[src/verilog/uart_cmd_config.svh]
// command port configuration
`ifndef UART_CMD_CONFIG_SVH
`define UART_CMD_CONFIG_SVH

// clk_sys cycles per serial bit
`define UC_CLKS_PER_BIT 8

// max idle cycles between two bytes of one frame
`define UC_TIMEOUT_CYCLES 400

// device byte this port answers to
`define UC_DEV_ID 8'h5A

// reply byte for an accepted write
`define UC_ACK_BYTE 8'hA5

// register count, also the valid address range
`define UC_REG_NUM 16

`endif

[src/verilog/uart_cmd_pkg.sv]
// command port shared types
`default_nettype none

package uart_cmd_pkg;

	// mode byte opcodes, anything else is rejected by the decoder
	typedef enum logic [7:0] {
		CMD_WR = 8'h01,
		CMD_RD = 8'h02
	} cmd_op_e;

	// frame decoder, one state per expected byte
	typedef enum logic [2:0] {
		DEC_IDLE,
		DEC_MOD,
		DEC_ADDR,
		DEC_DATA,
		DEC_DONE,
		DEC_FAIL
	} dec_state_e;

	typedef enum logic [1:0] {
		RX_IDLE,
		RX_START,
		RX_DATA,
		RX_STOP
	} rx_state_e;

	typedef enum logic [1:0] {
		TX_IDLE,
		TX_START,
		TX_DATA,
		TX_STOP
	} tx_state_e;

endpackage

`default_nettype wire

[src/verilog/uart_rx.sv]
// uart byte receiver
`timescale 1ns/1ns
`default_nettype none
`include "uart_cmd_config.svh"

module uart_rx
	import uart_cmd_pkg::*;
(
	input  wire        clk_sys,
	input  wire        rst_n,
	input  wire        rxd,
	output logic [7:0] rx_data,
	output logic       rx_vld
);

	localparam int CW = $clog2(`UC_CLKS_PER_BIT);
	localparam logic [CW-1:0] BIT_LAST = CW'(`UC_CLKS_PER_BIT - 1);
	localparam logic [CW-1:0] HALF_LAST = CW'(`UC_CLKS_PER_BIT / 2 - 1);

	logic rxd_meta;
	logic rxd_sync;
	rx_state_e state;
	logic [CW-1:0] clk_cnt;
	logic [2:0] bit_cnt;
	logic [7:0] shift_reg;
	logic bit_end;
	logic half_end;

	assign bit_end = (clk_cnt == BIT_LAST);
	assign half_end = (clk_cnt == HALF_LAST);

	// two-flop synchronizer, line idles high
	always_ff @(posedge clk_sys or negedge rst_n) begin
		if (!rst_n) begin
			rxd_meta <= 1'b1;
			rxd_sync <= 1'b1;
		end else begin
			rxd_meta <= rxd;
			rxd_sync <= rxd_meta;
		end
	end

	always_ff @(posedge clk_sys or negedge rst_n) begin
		if (!rst_n) begin
			state <= RX_IDLE;
			clk_cnt <= '0;
			bit_cnt <= '0;
			rx_vld <= 1'b0;
		end else begin
			rx_vld <= 1'b0;
			case (state)
				RX_IDLE: begin
					clk_cnt <= '0;
					if (!rxd_sync)
						state <= RX_START;
				end
				RX_START: begin
					// glitch shorter than half a bit goes back to idle
					if (half_end) begin
						clk_cnt <= '0;
						bit_cnt <= '0;
						state <= rxd_sync ? RX_IDLE : RX_DATA;
					end else begin
						clk_cnt <= clk_cnt + 1'b1;
					end
				end
				RX_DATA: begin
					if (bit_end) begin
						clk_cnt <= '0;
						if (bit_cnt == 3'd7)
							state <= RX_STOP;
						else
							bit_cnt <= bit_cnt + 1'b1;
					end else begin
						clk_cnt <= clk_cnt + 1'b1;
					end
				end
				RX_STOP: begin
					// framing error drops the byte silently
					if (bit_end) begin
						rx_vld <= rxd_sync;
						state <= RX_IDLE;
					end else begin
						clk_cnt <= clk_cnt + 1'b1;
					end
				end
				default: state <= RX_IDLE;
			endcase
		end
	end

	// lsb first, sampled mid-bit
	always_ff @(posedge clk_sys) begin
		if (state == RX_DATA && bit_end)
			shift_reg <= {rxd_sync, shift_reg[7:1]};
		if (state == RX_STOP && bit_end && rxd_sync)
			rx_data <= shift_reg;
	end

	rx_vld_single: assert property (@(posedge clk_sys) disable iff (!rst_n)
		rx_vld |=> !rx_vld);

endmodule

`default_nettype wire

[src/verilog/cmd_frame_dec.sv]
// command frame decoder
`timescale 1ns/1ns
`default_nettype none
`include "uart_cmd_config.svh"

module cmd_frame_dec
	import uart_cmd_pkg::*;
(
	input  wire        clk_sys,
	input  wire        rst_n,
	input  wire        rx_vld,
	input  wire  [7:0] rx_data,
	output cmd_op_e    cmd_op,
	output logic [7:0] cmd_addr,
	output logic [7:0] cmd_data,
	output logic       cmd_vld
);

	localparam int TW = $clog2(`UC_TIMEOUT_CYCLES + 1);

	dec_state_e state;
	logic [TW-1:0] tmo_cnt;
	logic tmo_hit;
	logic wait_byte;
	logic frame_last;
	logic frame_ok;
	logic dev_match;
	logic op_known;
	logic [7:0] dev_byte;
	logic [7:0] mode_byte;
	logic [7:0] addr_byte;

	assign wait_byte = (state == DEC_MOD) || (state == DEC_ADDR) || (state == DEC_DATA);
	assign tmo_hit = (tmo_cnt == TW'(`UC_TIMEOUT_CYCLES));
	assign frame_last = (state == DEC_DATA) && rx_vld && !tmo_hit;
	assign dev_match = (dev_byte == `UC_DEV_ID);
	assign op_known = (mode_byte == CMD_WR) || (mode_byte == CMD_RD);

	// gap counter, restarts on each byte
	always_ff @(posedge clk_sys or negedge rst_n) begin
		if (!rst_n)
			tmo_cnt <= '0;
		else if (!wait_byte || rx_vld)
			tmo_cnt <= '0;
		else
			tmo_cnt <= tmo_cnt + 1'b1;
	end

	always_ff @(posedge clk_sys or negedge rst_n) begin
		if (!rst_n) begin
			state <= DEC_IDLE;
			frame_ok <= 1'b0;
		end else begin
			case (state)
				DEC_IDLE: state <= rx_vld ? DEC_MOD : DEC_IDLE;
				DEC_MOD:  state <= tmo_hit ? DEC_FAIL : (rx_vld ? DEC_ADDR : DEC_MOD);
				DEC_ADDR: state <= tmo_hit ? DEC_FAIL : (rx_vld ? DEC_DATA : DEC_ADDR);
				DEC_DATA: state <= tmo_hit ? DEC_FAIL : (rx_vld ? DEC_DONE : DEC_DATA);
				DEC_DONE: state <= DEC_IDLE;
				DEC_FAIL: state <= DEC_IDLE;
				default:  state <= DEC_IDLE;
			endcase
			if (frame_last)
				frame_ok <= dev_match && op_known;
		end
	end

	// header bytes staged, outputs only move on a complete frame
	always_ff @(posedge clk_sys) begin
		if (rx_vld) begin
			case (state)
				DEC_IDLE: dev_byte <= rx_data;
				DEC_MOD:  mode_byte <= rx_data;
				DEC_ADDR: addr_byte <= rx_data;
				default: ;
			endcase
		end
		if (frame_last) begin
			cmd_op <= cmd_op_e'(mode_byte);
			cmd_addr <= addr_byte;
			cmd_data <= rx_data;
		end
	end

	assign cmd_vld = (state == DEC_DONE) && frame_ok;

	cmd_vld_after_frame: assert property (@(posedge clk_sys) disable iff (!rst_n)
		cmd_vld |-> ($past(state) == DEC_DATA) && $past(rx_vld));

endmodule

`default_nettype wire

[src/verilog/reg_bank.sv]
// command register bank
`timescale 1ns/1ns
`default_nettype none
`include "uart_cmd_config.svh"

module reg_bank
	import uart_cmd_pkg::*;
(
	input  wire        clk_sys,
	input  wire        rst_n,
	input  wire        cmd_vld,
	input  wire cmd_op_e cmd_op,
	input  wire  [7:0] cmd_addr,
	input  wire  [7:0] cmd_data,
	input  wire        tx_busy,
	output logic [7:0] tx_data,
	output logic       tx_start
);

	localparam int AW = $clog2(`UC_REG_NUM);

	logic [7:0] regs [`UC_REG_NUM];
	logic [AW-1:0] idx;
	logic addr_ok;
	logic accept;
	logic pend;

	assign idx = cmd_addr[AW-1:0];
	assign addr_ok = (cmd_addr < 8'(`UC_REG_NUM));
	assign accept = cmd_vld && addr_ok;

	// registers come up zero
	always_ff @(posedge clk_sys or negedge rst_n) begin
		if (!rst_n) begin
			for (int i = 0; i < `UC_REG_NUM; i++)
				regs[i] <= 8'h00;
		end else if (accept && cmd_op == CMD_WR) begin
			regs[idx] <= cmd_data;
		end
	end

	// reply byte, read returns the old contents
	always_ff @(posedge clk_sys) begin
		if (accept)
			tx_data <= (cmd_op == CMD_WR) ? `UC_ACK_BYTE : regs[idx];
	end

	// new command wins over the clear from tx_start
	always_ff @(posedge clk_sys or negedge rst_n) begin
		if (!rst_n)
			pend <= 1'b0;
		else if (accept)
			pend <= 1'b1;
		else if (tx_start)
			pend <= 1'b0;
	end

	assign tx_start = pend && !tx_busy;

	// transmitter must pick up every start
	tx_start_taken: assert property (@(posedge clk_sys) disable iff (!rst_n)
		tx_start |-> !tx_busy ##1 tx_busy);

	reply_not_lost: assert property (@(posedge clk_sys) disable iff (!rst_n)
		accept |-> !pend || tx_start);

endmodule

`default_nettype wire

[src/verilog/uart_tx.sv]
// uart byte transmitter
`timescale 1ns/1ns
`default_nettype none
`include "uart_cmd_config.svh"

module uart_tx
	import uart_cmd_pkg::*;
(
	input  wire        clk_sys,
	input  wire        rst_n,
	input  wire        tx_start,
	input  wire  [7:0] tx_data,
	output logic       txd,
	output logic       tx_busy
);

	localparam int CW = $clog2(`UC_CLKS_PER_BIT);
	localparam logic [CW-1:0] BIT_LAST = CW'(`UC_CLKS_PER_BIT - 1);

	tx_state_e state;
	logic [CW-1:0] clk_cnt;
	logic [2:0] bit_cnt;
	logic [7:0] shift_reg;
	logic bit_end;
	logic load;

	assign bit_end = (clk_cnt == BIT_LAST);
	assign load = (state == TX_IDLE) && tx_start;

	always_ff @(posedge clk_sys or negedge rst_n) begin
		if (!rst_n) begin
			state <= TX_IDLE;
			clk_cnt <= '0;
			bit_cnt <= '0;
			txd <= 1'b1;
		end else begin
			clk_cnt <= (state == TX_IDLE || bit_end) ? '0 : clk_cnt + 1'b1;
			case (state)
				TX_IDLE: begin
					if (tx_start) begin
						txd <= 1'b0;
						state <= TX_START;
					end
				end
				TX_START: begin
					if (bit_end) begin
						txd <= shift_reg[0];
						bit_cnt <= '0;
						state <= TX_DATA;
					end
				end
				TX_DATA: begin
					if (bit_end) begin
						if (bit_cnt == 3'd7) begin
							txd <= 1'b1;
							state <= TX_STOP;
						end else begin
							txd <= shift_reg[0];
							bit_cnt <= bit_cnt + 1'b1;
						end
					end
				end
				TX_STOP: begin
					if (bit_end)
						state <= TX_IDLE;
				end
				default: state <= TX_IDLE;
			endcase
		end
	end

	// next bit always sits in shift_reg[0]
	always_ff @(posedge clk_sys) begin
		if (load)
			shift_reg <= tx_data;
		else if (bit_end && (state == TX_START || state == TX_DATA))
			shift_reg <= {1'b0, shift_reg[7:1]};
	end

	assign tx_busy = (state != TX_IDLE);

endmodule

`default_nettype wire

[src/verilog/uart_cmd_top.sv]
// serial command port top
`timescale 1ns/1ns
`default_nettype none

module uart_cmd_top
	import uart_cmd_pkg::*;
(
	input  wire  clk_sys,
	input  wire  rst_n,
	input  wire  rxd,
	output logic txd
);

	logic [7:0] rx_data;
	logic rx_vld;
	cmd_op_e cmd_op;
	logic [7:0] cmd_addr;
	logic [7:0] cmd_data;
	logic cmd_vld;
	logic [7:0] tx_data;
	logic tx_start;
	logic tx_busy;

	// input side
	uart_rx uart_rx_inst (
		.clk_sys (clk_sys),
		.rst_n   (rst_n),
		.rxd     (rxd),
		.rx_data (rx_data),
		.rx_vld  (rx_vld)
	);

	cmd_frame_dec cmd_frame_dec_inst (
		.clk_sys  (clk_sys),
		.rst_n    (rst_n),
		.rx_vld   (rx_vld),
		.rx_data  (rx_data),
		.cmd_op   (cmd_op),
		.cmd_addr (cmd_addr),
		.cmd_data (cmd_data),
		.cmd_vld  (cmd_vld)
	);

	reg_bank reg_bank_inst (
		.clk_sys  (clk_sys),
		.rst_n    (rst_n),
		.cmd_vld  (cmd_vld),
		.cmd_op   (cmd_op),
		.cmd_addr (cmd_addr),
		.cmd_data (cmd_data),
		.tx_busy  (tx_busy),
		.tx_data  (tx_data),
		.tx_start (tx_start)
	);

	// reply side
	uart_tx uart_tx_inst (
		.clk_sys  (clk_sys),
		.rst_n    (rst_n),
		.tx_start (tx_start),
		.tx_data  (tx_data),
		.txd      (txd),
		.tx_busy  (tx_busy)
	);

endmodule

`default_nettype wire

[config.mk]
export PLATFORM = sky130hd
export DESIGN_NAME = uart_cmd_top
export DESIGN_NICKNAME = d
export VERILOG_FILES = /design/src/verilog/uart_cmd_pkg.sv /design/src/verilog/uart_rx.sv /design/src/verilog/cmd_frame_dec.sv /design/src/verilog/reg_bank.sv /design/src/verilog/uart_tx.sv /design/src/verilog/uart_cmd_top.sv
export VERILOG_INCLUDE_DIRS = /design/src /design/src/verilog
export SDC_FILE = /design/constraint.sdc
export NUM_CORES = 1
export LEC_CHECK = 0
export BUFFER_PORTS_ARGS = -buffer_cell sky130_fd_sc_hd__buf_2
export CAP_MARGIN = 20
export CELL_PAD_IN_SITES_DETAIL_PLACEMENT = 0
export CELL_PAD_IN_SITES_GLOBAL_PLACEMENT = 2
export CORE_MARGIN = 8
export CORE_UTILIZATION = 48
export CTS_CLUSTER_DIAMETER = 150
export DETAILED_ROUTE_END_ITERATION = 10
export GPL_TIMING_DRIVEN = 0
export PLACE_DENSITY = 0.89
export SYNTH_ARGS = -nofsm -noshare
export SYNTH_HDL_FRONTEND = slang
export SYNTH_SLANG_ARGS = --single-unit
[constraint.sdc]
create_clock -name clk_sys -period 4.59 [get_ports clk_sys]
set_input_delay 0.459 -clock clk_sys [delete_from_list [all_inputs] [get_ports clk_sys]]
set_output_delay 0.459 -clock clk_sys [all_outputs]
set_load 0.01 [all_outputs]
==> results.yml <==
setup_path:
  setup.worst_path.start: "cmd_frame_dec_inst.cmd_addr[1]"
  critPathMaxStageDelay_ns: 0.64
  crit_required_ns: 4.79
  crit_chain: "buf_2, buf_4, buf_1, mux4_2, mux2i_1, a21oi_1"
  crit_path_start_kind: "flip-flop"
  cp_max_fo: 10
  crit_arrival_ns: 2.99
  critPathBufInv: 3
  criticalPathCategory: "reg2reg"
  reg2reg_from: "cmd_frame_dec_inst.cmd_addr[1]"
  setup.worst_path.end_class: "flip-flop"
  crit_family: "buffers and inverters"
  crit_path_top_delay_cell: "buf_1"
place:
  io_buffers: 3
  finalWeightedCongestion: 0.817
  hpwl_um: 13900
floorplan:
  ios: 4
  die_x_um: 164
  placeableCoreArea_mm2: 0.0216
  start_util: 0.484
  fp.dieArea_mm2: 0.0268
  std_cell_rows: 54
  die_h_um: 164
synthesis:
  synthTopCellsByArea: "dfrtp_1 (38%), edfxtp_1 (23%), mux2_2 (15%)"
  synth_area_per_cell_um2: 15.9
  synthArstFlopShare: 0.669
  synth-edff-count: 80
  netlist_area_mm2: 0.0105
  ys_ff_latch: 242
  yosysUniqueCellTypes: 51
  synth_nets: 675
  synthTopCellsByCount: "dfrtp_1 (159), mux2_2 (140), edfxtp_1 (80)"
  ys_seq_area_frac: 0.618
  yosysTopAreaCell: "dfrtp_1"
  synth_cells: 656
  yosysWarnings: 0
  yosysMostFrequentCell: "dfrtp_1"
  synthFlopType: "dfrtp_1"
  synth_top_cell_area_share: 0.381
job:
  maxCapViolations: 0
detailed_routing:
  wl_per_cell_um: 20.7
  routed_wl_um: 20400
  final_antenna_net_count: 0
  num_vias: 5575
  drc_errors: 0
  drt_iter0_drc: 350
  vias_per_cell: 5.65
  firstDrtPassIters: 4
cts:
  clk_pin_slew_ns: 0.07
  insertion_delay_ns: 0.52
  cts_setup_buffers: 0
  cts_tree: "built"
  cts_buffer_depth: 3
  cts_max_level: 1
  cts_made_buffers: 25
  cts_sinks: 242
  clockRootBuffer: "clkbuf_16"
layout:
  drive_gt1_frac: 0.358
  nets: 709
  top_register: "reg_bank_inst.regs"
  diodes: 0
  syn_to_final_growth_pct: 12.0
  largest_reg_flops: 128
  top_regs: "reg_bank_inst.regs (128), cmd_frame_dec_inst.tmo_cnt (9)"
timing:
  finalClockSkew_ns: 0.0138
  rsz0062_at_grt: "false"
  slew_headroom: 0.330
  hold_viol: 0
  setup-violations-final: 0
  tightestPinTransition_ns: 0.990
  fin_tns_setup_ns: 0
  layout_min_cycle_time_ns: 2.79
  finalCritPeriodShare: 0.607
  slew_viol_final: 0
  max_freq_mhz: 359
power_and_ir_drop:
  max-vdd-ir-drop_v: 0.000315
  p_switching_mw: 1.06
  comb_power_share: 0.061
  power.total_mw: 4.58
  p_leak_nw: 5.05
  p_int_mw: 3.52
  p_clk_frac: 0.436
  p_per_area_mw_per_mm2: 391
  sw_frac_of_total: 0.231
  p_seq_frac: 0.504
global_routing:
  grt_overflow: 0
  antenna_found_initial: 0
  grt_max_degree: 102
  grt_pass1_vias: 6167
  grt.total_usage: 0.159
  grt_pass1_wl_um: 33400
worst_hold_path:
  worstHoldStart: "rxd"
  min_path_type: "in2reg"
status:
  status: "finished clean"
[metal layers]
layer / wire length [um] / GRT usage / share of wire
met1: 8530 / 0.197 / 0.42
met2: 10500 / 0.278 / 0.51
met3: 893 / 0.0310 / 0.044
met4: 485 / 0.0488 / 0.024
met5: 0 / 0 / 0
[layout make-up]
type / instances / area, um2
Fill cell: 1718 / 9910
Inverter: 15 / 56.3
Tap cell: 280 / 350
Clock buffer: 29 / 651
Sequential cell: 242 / 6460
Multi-Input combinational cell: 366 / 3810
Timing Repair Buffer: 7 / 81.3
Buffer: 33 / 149
Clock inverter: 14 / 159
[per-stage QoR]
stage / setup slack (ns) / cells / hold slack [ns] / util / area (um2)
6_report: 1.80 / 986 / 0.0285 / 0.542 / 11700
5_1_grt: 1.66 / 986 / 0.00721 / 0.542 / 11700
4_1_cts: 1.76 / 986 / 0.0119 / 0.542 / 11700
3_5_place_dp: 1.80 / 942 / 0.354 / 0.504 / 10900
3_3_place_gp: 0.758 / 939 / 0.346 / 0.500 / 10800
2_1_floorplan: 1.37 / 656 / 0.163 / - / 10500
[cells by family after synthesis]
logic type | count (synthesis) | share of synthesized area
compound gates | 42 | 0.0243
xor+xnor | 9 | 0.00754
fa+ha+maj | 16 | 0.0191
buf+inv | 48 | 0.0196
flops | 242 | 0.618
mux | 181 | 0.230
simple gates | 118 | 0.0817
[layout by cell type (no fill, tap or decap), drive strengths merged, types with 2 or more instances in the layout]
cell type    n
nor3b        4
mux2i        6
clkbuf      42
mux2       142
nand3       11
dfrtp      159
and3         4
a21oi       11
nand2b       6
buf         26
nor2        20
and2         2
nor4b        5
nor4        10
a22oi        4
a22o         2
nor3        13
edfxtp      80
o21ai       17
ha          16
mux4        33
xnor2        3
nand4b       2
nand3b       2
o31ai        2
dfstp        3
bufinv       2
nand2       28
inv         23
clkinv       3
xor2         6
nor2b        3
nand4        6
[repair_timing]
action	in CTS	in global routing
endpoints found under the hold margin	60	0
hold buffers	1	0
gates resized for setup	0	0
[power groups by stage]
stage	registers (mW)	clock network [mW]	logic, mW
final	2.31	2.00	0.277
after global routing	2.31	2.13	0.329
after CTS	2.31	2.04	0.283
after detailed placement	2.35	0	0.280
after global placement	2.34	0	0.250
after floorplan	2.34	0	0.193
[worst paths after layout]
check | to | slack [ns] | cells past startpoint
setup / recovery | reg_bank_inst.tx_data[3] | 1.80 | 6
hold / removal | uart_rx_inst.rxd_meta | 0.03 | 1
setup reg to reg | reg_bank_inst.tx_data[3] | 1.80 | 6
hold reg to reg | uart_rx_inst.rxd_sync | 0.36 | 0
max in group asynchronous | uart_rx_inst.rxd_meta | 3.18 | 3
min in group asynchronous | reg_bank_inst.regs[93] | 0.50 | 2
Power figures use the tool's default switching activity.
